## src/logic/chip_io_pkg.sv

```systemverilog
////////////////////////////////////////////////////////////
// Pad count and JTAG pin map are fixed, no per-build override
// Attribute bits apply to every pad the same way
////////////////////////////////////////////////////////////

package chip_io_pkg;

  ////////////////////////////////////////////////////////////
  // Pad ring size and attributes
  ////////////////////////////////////////////////////////////

  localparam int NumPads = 8;
  localparam int AttrDw  = 3;

  // Attribute bit positions
  localparam int AttrInvIdx   = 0;  // Invert out and in
  localparam int AttrOdIdx    = 1;  // Open drain, drive low only
  localparam int AttrInDisIdx = 2;  // Force input to 0

  typedef logic [AttrDw-1:0]           pad_attr_t;
  typedef logic [$clog2(NumPads)-1:0]  pad_idx_t;

  ////////////////////////////////////////////////////////////
  // JTAG pad map
  ////////////////////////////////////////////////////////////

  localparam int JtagEnIdx = 7;  // Strap, active high

  localparam int TckIdx = 0;
  localparam int TmsIdx = 1;
  localparam int TdiIdx = 2;
  localparam int TdoIdx = 3;

  // Core-side input values on the taken-over pads while JTAG owns them.
  // TMS idles high, everything else reads 0
  localparam logic [NumPads-1:0] TieOffValues = NumPads'(1 << TmsIdx);

endpackage : chip_io_pkg

```

## src/logic/chip_io_top.sv

```systemverilog
////////////////////////////////////////////////////////////
// Pad I/O subsystem, the core side is brought out as ports
// JTAG takes effect 3 clocks after the strap pad rises
////////////////////////////////////////////////////////////

`timescale 1ns/1ps

module chip_io_top (
  input  logic                            clk_i,
  input  logic                            reset_i,
  // Attribute configuration
  input  logic                            cfg_valid_i,
  output logic                            cfg_ready_o,
  input  chip_io_pkg::pad_idx_t           cfg_idx_i,
  input  chip_io_pkg::pad_attr_t          cfg_attr_i,
  output logic                            cfg_rsp_valid_o,
  input  logic                            cfg_rsp_ready_i,
  output chip_io_pkg::pad_attr_t          cfg_rsp_attr_o,
  // Core side
  input  logic [chip_io_pkg::NumPads-1:0] core_out_i,
  input  logic [chip_io_pkg::NumPads-1:0] core_oe_i,
  output logic [chip_io_pkg::NumPads-1:0] core_in_o,
  // Pad side
  output logic [chip_io_pkg::NumPads-1:0] pad_out_o,
  output logic [chip_io_pkg::NumPads-1:0] pad_oe_o,
  input  logic [chip_io_pkg::NumPads-1:0] pad_in_i,
  // JTAG
  output logic                            jtag_tck_o,
  output logic                            jtag_tms_o,
  output logic                            jtag_tdi_o,
  input  logic                            jtag_tdo_i
);

  logic [chip_io_pkg::NumPads*chip_io_pkg::AttrDw-1:0] pad_attr;
  logic                                                jtag_en;
  logic [chip_io_pkg::NumPads-1:0]                     ring_out;
  logic [chip_io_pkg::NumPads-1:0]                     ring_oe;
  logic [chip_io_pkg::NumPads-1:0]                     ring_in;  // Synced, attrs applied

  pad_attr_ctrl u_pad_attr_ctrl (
    .clk_i           ( clk_i                         ),
    .reset_i         ( reset_i                       ),
    .cfg_valid_i     ( cfg_valid_i                   ),
    .cfg_ready_o     ( cfg_ready_o                   ),
    .cfg_idx_i       ( cfg_idx_i                     ),
    .cfg_attr_i      ( cfg_attr_i                    ),
    .cfg_rsp_valid_o ( cfg_rsp_valid_o               ),
    .cfg_rsp_ready_i ( cfg_rsp_ready_i               ),
    .cfg_rsp_attr_o  ( cfg_rsp_attr_o                ),
    .strap_i         ( ring_in[chip_io_pkg::JtagEnIdx] ),
    .attr_o          ( pad_attr                      ),
    .jtag_en_o       ( jtag_en                       )
  );

  pad_ring u_pad_ring (
    .clk_i      ( clk_i     ),
    .reset_i    ( reset_i   ),
    .attr_i     ( pad_attr  ),
    .core_out_i ( ring_out  ),
    .core_oe_i  ( ring_oe   ),
    .core_in_o  ( ring_in   ),
    .pad_out_o  ( pad_out_o ),
    .pad_oe_o   ( pad_oe_o  ),
    .pad_in_i   ( pad_in_i  )
  );

  jtag_overlay_mux u_jtag_overlay_mux (
    .jtag_en_i  ( jtag_en    ),
    .core_out_i ( core_out_i ),
    .core_oe_i  ( core_oe_i  ),
    .core_in_o  ( core_in_o  ),
    .ring_out_o ( ring_out   ),
    .ring_oe_o  ( ring_oe    ),
    .ring_in_i  ( ring_in    ),
    .jtag_tck_o ( jtag_tck_o ),
    .jtag_tms_o ( jtag_tms_o ),
    .jtag_tdi_o ( jtag_tdi_o ),
    .jtag_tdo_i ( jtag_tdo_i )
  );

endmodule : chip_io_top

```

## src/logic/jtag_overlay_mux.sv

```systemverilog
////////////////////////////////////////////////////////////
// Takes over TCK/TMS/TDI/TDO pads while jtag_en_i is high
// Strap pad and the rest always pass through
////////////////////////////////////////////////////////////

`timescale 1ns/1ps

module jtag_overlay_mux (
  input  logic                              jtag_en_i,
  // Core side
  input  logic [chip_io_pkg::NumPads-1:0]   core_out_i,
  input  logic [chip_io_pkg::NumPads-1:0]   core_oe_i,
  output logic [chip_io_pkg::NumPads-1:0]   core_in_o,
  // Ring side
  output logic [chip_io_pkg::NumPads-1:0]   ring_out_o,
  output logic [chip_io_pkg::NumPads-1:0]   ring_oe_o,
  input  logic [chip_io_pkg::NumPads-1:0]   ring_in_i,
  // JTAG port
  output logic                              jtag_tck_o,
  output logic                              jtag_tms_o,
  output logic                              jtag_tdi_o,
  input  logic                              jtag_tdo_i
);

  always_comb begin
    // Default is plain pass-through
    ring_out_o = core_out_i;
    ring_oe_o  = core_oe_i;
    core_in_o  = ring_in_i;
    jtag_tck_o = 1'b0;
    jtag_tms_o = 1'b0;
    jtag_tdi_o = 1'b0;

    if (jtag_en_i) begin
      // JTAG inputs, pads stay undriven
      jtag_tck_o = ring_in_i[chip_io_pkg::TckIdx];
      jtag_tms_o = ring_in_i[chip_io_pkg::TmsIdx];
      jtag_tdi_o = ring_in_i[chip_io_pkg::TdiIdx];
      ring_out_o[chip_io_pkg::TckIdx] = 1'b0;
      ring_out_o[chip_io_pkg::TmsIdx] = 1'b0;
      ring_out_o[chip_io_pkg::TdiIdx] = 1'b0;
      ring_oe_o[chip_io_pkg::TckIdx]  = 1'b0;
      ring_oe_o[chip_io_pkg::TmsIdx]  = 1'b0;
      ring_oe_o[chip_io_pkg::TdiIdx]  = 1'b0;

      // TDO always driven
      ring_out_o[chip_io_pkg::TdoIdx] = jtag_tdo_i;
      ring_oe_o[chip_io_pkg::TdoIdx]  = 1'b1;

      // Core sees idle values on the borrowed pads
      core_in_o[chip_io_pkg::TckIdx] = chip_io_pkg::TieOffValues[chip_io_pkg::TckIdx];
      core_in_o[chip_io_pkg::TmsIdx] = chip_io_pkg::TieOffValues[chip_io_pkg::TmsIdx];
      core_in_o[chip_io_pkg::TdiIdx] = chip_io_pkg::TieOffValues[chip_io_pkg::TdiIdx];
      core_in_o[chip_io_pkg::TdoIdx] = chip_io_pkg::TieOffValues[chip_io_pkg::TdoIdx];
    end
  end

endmodule : jtag_overlay_mux

```

## src/logic/pad_attr_ctrl.sv

```systemverilog
////////////////////////////////////////////////////////////
// One response outstanding at most, new writes stall on it
// strap_i must already be synchronized to clk_i
////////////////////////////////////////////////////////////

`timescale 1ns/1ps

module pad_attr_ctrl (
  input  logic                                           clk_i,
  input  logic                                           reset_i,
  // Configuration request
  input  logic                                           cfg_valid_i,
  output logic                                           cfg_ready_o,
  input  chip_io_pkg::pad_idx_t                          cfg_idx_i,
  input  chip_io_pkg::pad_attr_t                         cfg_attr_i,
  // Configuration response, old attribute value
  output logic                                           cfg_rsp_valid_o,
  input  logic                                           cfg_rsp_ready_i,
  output chip_io_pkg::pad_attr_t                         cfg_rsp_attr_o,
  // Strap and outputs to the ring and mux
  input  logic                                           strap_i,
  output logic [chip_io_pkg::NumPads*chip_io_pkg::AttrDw-1:0] attr_o,
  output logic                                           jtag_en_o
);

  ////////////////////////////////////////////////////////////
  // Signals
  ////////////////////////////////////////////////////////////

  chip_io_pkg::pad_attr_t [chip_io_pkg::NumPads-1:0] attr_q;

  logic                   cfg_fire;
  logic                   rsp_valid_q;
  chip_io_pkg::pad_attr_t rsp_attr_q;
  logic                   jtag_en_q;

  // Request accepted only when no response is pending
  assign cfg_ready_o = ~rsp_valid_q;
  assign cfg_fire    = cfg_valid_i & cfg_ready_o;

  ////////////////////////////////////////////////////////////
  // Attribute registers
  ////////////////////////////////////////////////////////////

  always_ff @(posedge clk_i) begin
    if (reset_i) begin
      attr_q <= '0;  // All pads pass straight through
    end else if (cfg_fire) begin
      attr_q[cfg_idx_i] <= cfg_attr_i;
    end
  end

  assign attr_o = attr_q;  // Pad 0 in the low bits

  ////////////////////////////////////////////////////////////
  // Response channel
  ////////////////////////////////////////////////////////////

  always_ff @(posedge clk_i) begin
    if (reset_i) begin
      rsp_valid_q <= 1'b0;
    end else if (cfg_fire) begin
      rsp_valid_q <= 1'b1;
    end else if (cfg_rsp_ready_i) begin
      rsp_valid_q <= 1'b0;  // Response taken
    end
  end

  // Old value, read before the write lands
  always_ff @(posedge clk_i) begin
    if (cfg_fire) begin
      rsp_attr_q <= attr_q[cfg_idx_i];
    end
  end

  assign cfg_rsp_valid_o = rsp_valid_q;
  assign cfg_rsp_attr_o  = rsp_attr_q;

  ////////////////////////////////////////////////////////////
  // JTAG enable
  ////////////////////////////////////////////////////////////

  // Third stage after the two-flop pad sync
  always_ff @(posedge clk_i) begin
    if (reset_i) begin
      jtag_en_q <= 1'b0;
    end else begin
      jtag_en_q <= strap_i;
    end
  end

  assign jtag_en_o = jtag_en_q;

endmodule : pad_attr_ctrl

```

## src/logic/pad_ring.sv

```systemverilog
////////////////////////////////////////////////////////////
// Pads split into out, oe and in, no inout modelling
// Output path is combinational, input path has a 2-flop sync
////////////////////////////////////////////////////////////

`timescale 1ns/1ps

module pad_ring (
  input  logic                                                clk_i,
  input  logic                                                reset_i,
  input  logic [chip_io_pkg::NumPads*chip_io_pkg::AttrDw-1:0] attr_i,
  // Core side
  input  logic [chip_io_pkg::NumPads-1:0]                     core_out_i,
  input  logic [chip_io_pkg::NumPads-1:0]                     core_oe_i,
  output logic [chip_io_pkg::NumPads-1:0]                     core_in_o,
  // Pad side
  output logic [chip_io_pkg::NumPads-1:0]                     pad_out_o,
  output logic [chip_io_pkg::NumPads-1:0]                     pad_oe_o,
  input  logic [chip_io_pkg::NumPads-1:0]                     pad_in_i
);

  logic [chip_io_pkg::NumPads-1:0] in_sync_q1;
  logic [chip_io_pkg::NumPads-1:0] in_sync_q2;

  ////////////////////////////////////////////////////////////
  // Output drivers
  ////////////////////////////////////////////////////////////

  always_comb begin
    chip_io_pkg::pad_attr_t attr;
    logic                   out_inv;
    for (int i = 0; i < chip_io_pkg::NumPads; i++) begin
      attr    = attr_i[i*chip_io_pkg::AttrDw +: chip_io_pkg::AttrDw];
      out_inv = core_out_i[i] ^ attr[chip_io_pkg::AttrInvIdx];
      if (attr[chip_io_pkg::AttrOdIdx]) begin
        // Pull low on a 0, float on a 1
        pad_out_o[i] = 1'b0;
        pad_oe_o[i]  = core_oe_i[i] & ~out_inv;
      end else begin
        pad_out_o[i] = out_inv;
        pad_oe_o[i]  = core_oe_i[i];
      end
    end
  end

  ////////////////////////////////////////////////////////////
  // Input synchronizer
  ////////////////////////////////////////////////////////////

  always_ff @(posedge clk_i) begin
    if (reset_i) begin
      in_sync_q1 <= '0;
      in_sync_q2 <= '0;
    end else begin
      in_sync_q1 <= pad_in_i;
      in_sync_q2 <= in_sync_q1;
    end
  end

  // Attributes applied after the sync, so a change takes effect at once
  always_comb begin
    for (int i = 0; i < chip_io_pkg::NumPads; i++) begin
      core_in_o[i] = (in_sync_q2[i] ^ attr_i[i*chip_io_pkg::AttrDw + chip_io_pkg::AttrInvIdx])
                     & ~attr_i[i*chip_io_pkg::AttrDw + chip_io_pkg::AttrInDisIdx];
    end
  end

endmodule : pad_ring

```

## config.mk

```make
export PLATFORM = sky130hd
export DESIGN_NAME = chip_io_top
export DESIGN_NICKNAME = d
export VERILOG_FILES = /design/src/logic/chip_io_pkg.sv /design/src/logic/chip_io_top.sv /design/src/logic/jtag_overlay_mux.sv /design/src/logic/pad_attr_ctrl.sv /design/src/logic/pad_ring.sv
export SDC_FILE = /design/constraint.sdc
export NUM_CORES = 1
export LEC_CHECK = 0
export BUFFER_PORTS_ARGS = -buffer_cell sky130_fd_sc_hd__buf_2
export CORE_MARGIN = 10
export CORE_UTILIZATION = 46
export DETAILED_ROUTE_END_ITERATION = 16
export PLACE_DENSITY = 0.82
export SYNTH_ARGS = -nofsm -noshare
export SYNTH_HDL_FRONTEND = slang
export SYNTH_SLANG_ARGS = --single-unit
```

## constraint.sdc

```tcl
create_clock -name clk_i -period 1.2 [get_ports clk_i]
set_clock_uncertainty 0.05 [all_clocks]
set_input_delay 0.06 -clock clk_i [delete_from_list [all_inputs] [get_ports clk_i]]
set_output_delay 0.06 -clock clk_i [all_outputs]
set_load 0.03 [all_outputs]
```

==> qor.csv <==
metric,value,unit
Post-DP HPWL,4.98,mm
total overflow reported by the global router,0,
IO Port Bufs,66,
endpoint type of the worst setup path,primary output,
fraction of power spent switching nets,30.7,%
highest cell delay on the worst timing path,360,ps
Reg power frac,46.9,%
cell count after placement,385,
antenna violations before repair,0,
Fmax,650,MHz
"Critical Path, Cell by Cell",buf_4 > nor2b_2 > xnor2_1 > nor2_1 > buf_4,
Pint,2.34,mW
pin count of the biggest net entering global routing,20,
Synth Warn #,0,
startpoint type of the worst setup path,flop,
first drt pass iteration count,4,
share of layout cells above drive strength 1,57.4,%
final-report hold violation count,0,
Ports,67,
via count of the routed design,2292,
WL final,7.81,mm
share of flip-flops with an asynchronous set or reset after synthesis,0,%
final core area utilization,76.5,%
number of DRC markers after the initial detailed-route iteration,221,
Core Box Area,0.00466,mm2
source of the critical timing path,u_pad_attr_ctrl.jtag_en_o$_SDFF_PP0_,
shortest period the worst path allows,1540,ps
first-pass GRT wire length,11.2,mm
gate count after technology mapping,249,
clock edge transition at the registers on the reported setup and hold paths,90,ps
worst slack at placement,-157,ps
"Setup violations, final",32,
synthesis-to-layout area growth,62.5,%
final weighted congestion in routability-driven placement,0.978,
max-cap violations,0,
clock sink count,45,
power spent charging and discharging nets,1.04,mW
Tightest Pin Transition,423,ps
status,"complete, but fails checks",
master cell of the clock root buffer,clkbuf_8,
maximum level of the CTS H-tree,2,
worst hold path type,in2reg,
failing checks,negative setup slack,
share of the synthesized area in the top cell type,38.3,%
most area-consuming cells after synthesis,"dfxtp_1 38%, nor2b_1 8.0%, a21oi_1 6.4%, nand3_1 5.7%, o21ai_0 5.5%",
Via density,5.55,
setup repair after global routing missed its margin,true,
number of standard-cell rows in the floorplan,25,
starting utilization of the core area,47.1,%
leakage power of the design,1.45,nW
predominant post-synthesis flop cell,dfxtp_1,
portion of the post-synthesis area used by sequential elements,42.4,%
most area-hungry cell type in the Yosys netlist,dfxtp_1,
non-filler instance count after layout,413,
Worst Hold Margin,56.4,ps
dpl cell area,0.00282,mm2
clock insertion delay at the later pin of the skew report,310,ps
worst slew slack as a fraction of its limit,71.8,%
residual antenna-violating net count after detailed routing,0,
synthesized net count,284,
Bufs on Longest Clock Path,2,
"EDFF count, synth",3,
setup ws final,-339,ps
CP max stage cell,dfxtp_4,
Critical Setup Path Class,reg2out,
Antenna Cells,0,
peak supply drop,0.000783,V
area of the die,0.00794,mm2
Comb pwr share,25.6,%
count of unresolved DRC violations after routing,0,
required time of the critical path,1090,ps
number of max-slew violations in the final report,0,
clock network fraction of total power,27.6,%
total power divided by cell area,947,mW/mm2
via count of the first global-routing pass,2287,
launch point of the worst reg-to-reg path,u_pad_attr_ctrl.attr_o[16]$_SDFFE_PP0P_,
Post-Synthesis Mean Instance Area,8.82,um2
Synth cell types,39,
critical path data arrival time,1430,ps
clock tree from TritonCTS,yes,
Chip Width,89.1,um
area of all placed cells without fillers,0.00357,mm2
maximum fanout along the worst path,14,
library cell appearing most often on the critical path,buf_4,
cell area after synthesis,0.00220,mm2
startpoint of the lowest-slack hold path,cfg_attr_i[0],
TritonCTS Buffers,5,
all-layer global routing usage,18.3,%
flop and latch count out of synthesis,45,
floorplan die height,89.1,um
number of nets in the final layout,393,
"Period Utilization, post-route",128,%
detailed-route wire length per cell,18.9,um
[worst paths after layout]
path	cells past startpoint	to	slack [ps]
worst max-delay path	5	pad_out_o[2]	-340
worst min-delay path	3	u_pad_attr_ctrl.attr_o[3]$_SDFFE_PP0P_	60
worst max register to register	2	u_pad_attr_ctrl.cfg_rsp_attr_o[1]$_DFFE_PP_	-160
worst min register to register	1	u_pad_ring.in_sync_q2[5]$_SDFF_PP0_	390
[synth_stat cells, types with 3 or more instances]
cell / count
o21ai_0: 24
mux2_2: 4
nor3_1: 4
dfxtp_1: 42
xnor2_1: 12
mux2i_1: 3
nor2_1: 11
xor2_1: 7
nand3b_1: 3
and3b_1: 3
nand3_1: 25
a21oi_1: 28
nor2b_1: 28
edfxtp_1: 3
clkbuf_1: 13
a21boi_0: 4
buf_2: 5
nand2b_1: 4
[cells in the final DEF (no fill, tap or decap), types with 3 or more instances in the layout]
cell type	Yosys	routed
a21boi_1	0	3
a21oi_1	28	13
a21oi_2	0	15
buf_2	5	40
buf_4	1	53
buf_6	1	18
clkbuf_8	0	5
dfxtp_1	42	28
dfxtp_2	0	7
dfxtp_4	0	7
dlygate4sd3_1	0	10
edfxtp_1	3	3
mux2_2	4	3
nand2b_1	4	3
nand3_1	25	18
nand3_2	0	6
nand3b_1	3	3
nor2_1	11	9
nor2b_1	28	21
nor2b_2	0	5
nor3_2	0	3
o21ai_1	0	9
o21ai_2	0	13
xnor2_1	12	7
xnor2_4	0	3
xor2_1	7	4
[critical path: cells and delay by family, from the launching register on]
kind	cells	cell delay, ps
simple gates	2	230
xor+xnor	1	160
buf+inv	2	360
flops	1	360
[cell type report]
type | instances | area, um2
fill | 277 | 1090
timing repair buffer | 122 | 921
inverter | 2 | 7.51
sequential | 45 | 966
tap | 54 | 67.6
clock inverter | 2 | 10.0
clock buffer | 6 | 72.6
multi-input combinational | 182 | 1520
[sequential cells by signal, summed over array words and instances, names as in the netlist]
register	count
u_pad_ring.in_sync_q1	8
u_pad_ring.in_sync_q2	8
u_pad_attr_ctrl.jtag_en_o	1
u_pad_attr_ctrl.attr_o	24
u_pad_attr_ctrl.cfg_rsp_valid_o	1
u_pad_attr_ctrl.cfg_rsp_attr_o	3
[logic make-up (layout without fill, tap and decap cells)]
kind of cell / Yosys count / count (layout) / synth area share (%)
and+or+nand+nor: 91 / 91 / 24.2
xor gates and xnor gates: 19 / 19 / 7.58
muxes: 9 / 9 / 5.47
buffers and inverters: 22 / 132 / 4.56
AOI/OAI and AO/OA: 63 / 63 / 15.8
DFF: 45 / 45 / 42.4
[repair_timing]
item | CTS | global route
pin swaps | 22 | 22
hold buffers | 10 | 0
hold endpoints to repair | 9 | 0
setup buffers | 7 | 3
setup endpoints to repair | 46 | 49
resized for setup | 76 | 76
[stage by stage]
stage                     TNS (ps)  power [mW]
after detailed placement      -814        2.26
final                        -4140        3.38
after global placement        -540        2.25
after CTS                    -3530        3.26
after global routing         -5920        3.51
after floorplan               -546        2.02
[power by group through the flow]
stage               clock network [mW]  logic [mW]  registers (mW)
finish                           0.931       0.864            1.58
global placement                     0       0.635            1.62
global route                      1.01       0.912            1.59
detailed placement                   0       0.645            1.62
CTS                              0.925       0.751            1.58
floorplan                            0       0.390            1.63
[routing by layer]
metal | share of wire [%] | global-route usage, % | vias to the layer above
met1 | 38 | 20.4 | 1087
met4 | 2.4 | 7.23 | 0
li1 | - | - | 1078
met2 | 51 | 31.4 | 109
met5 | 0 | 0 | -
met3 | 9.1 | 6.11 | 18
Note: power is estimated with default switching activity, not from simulation.
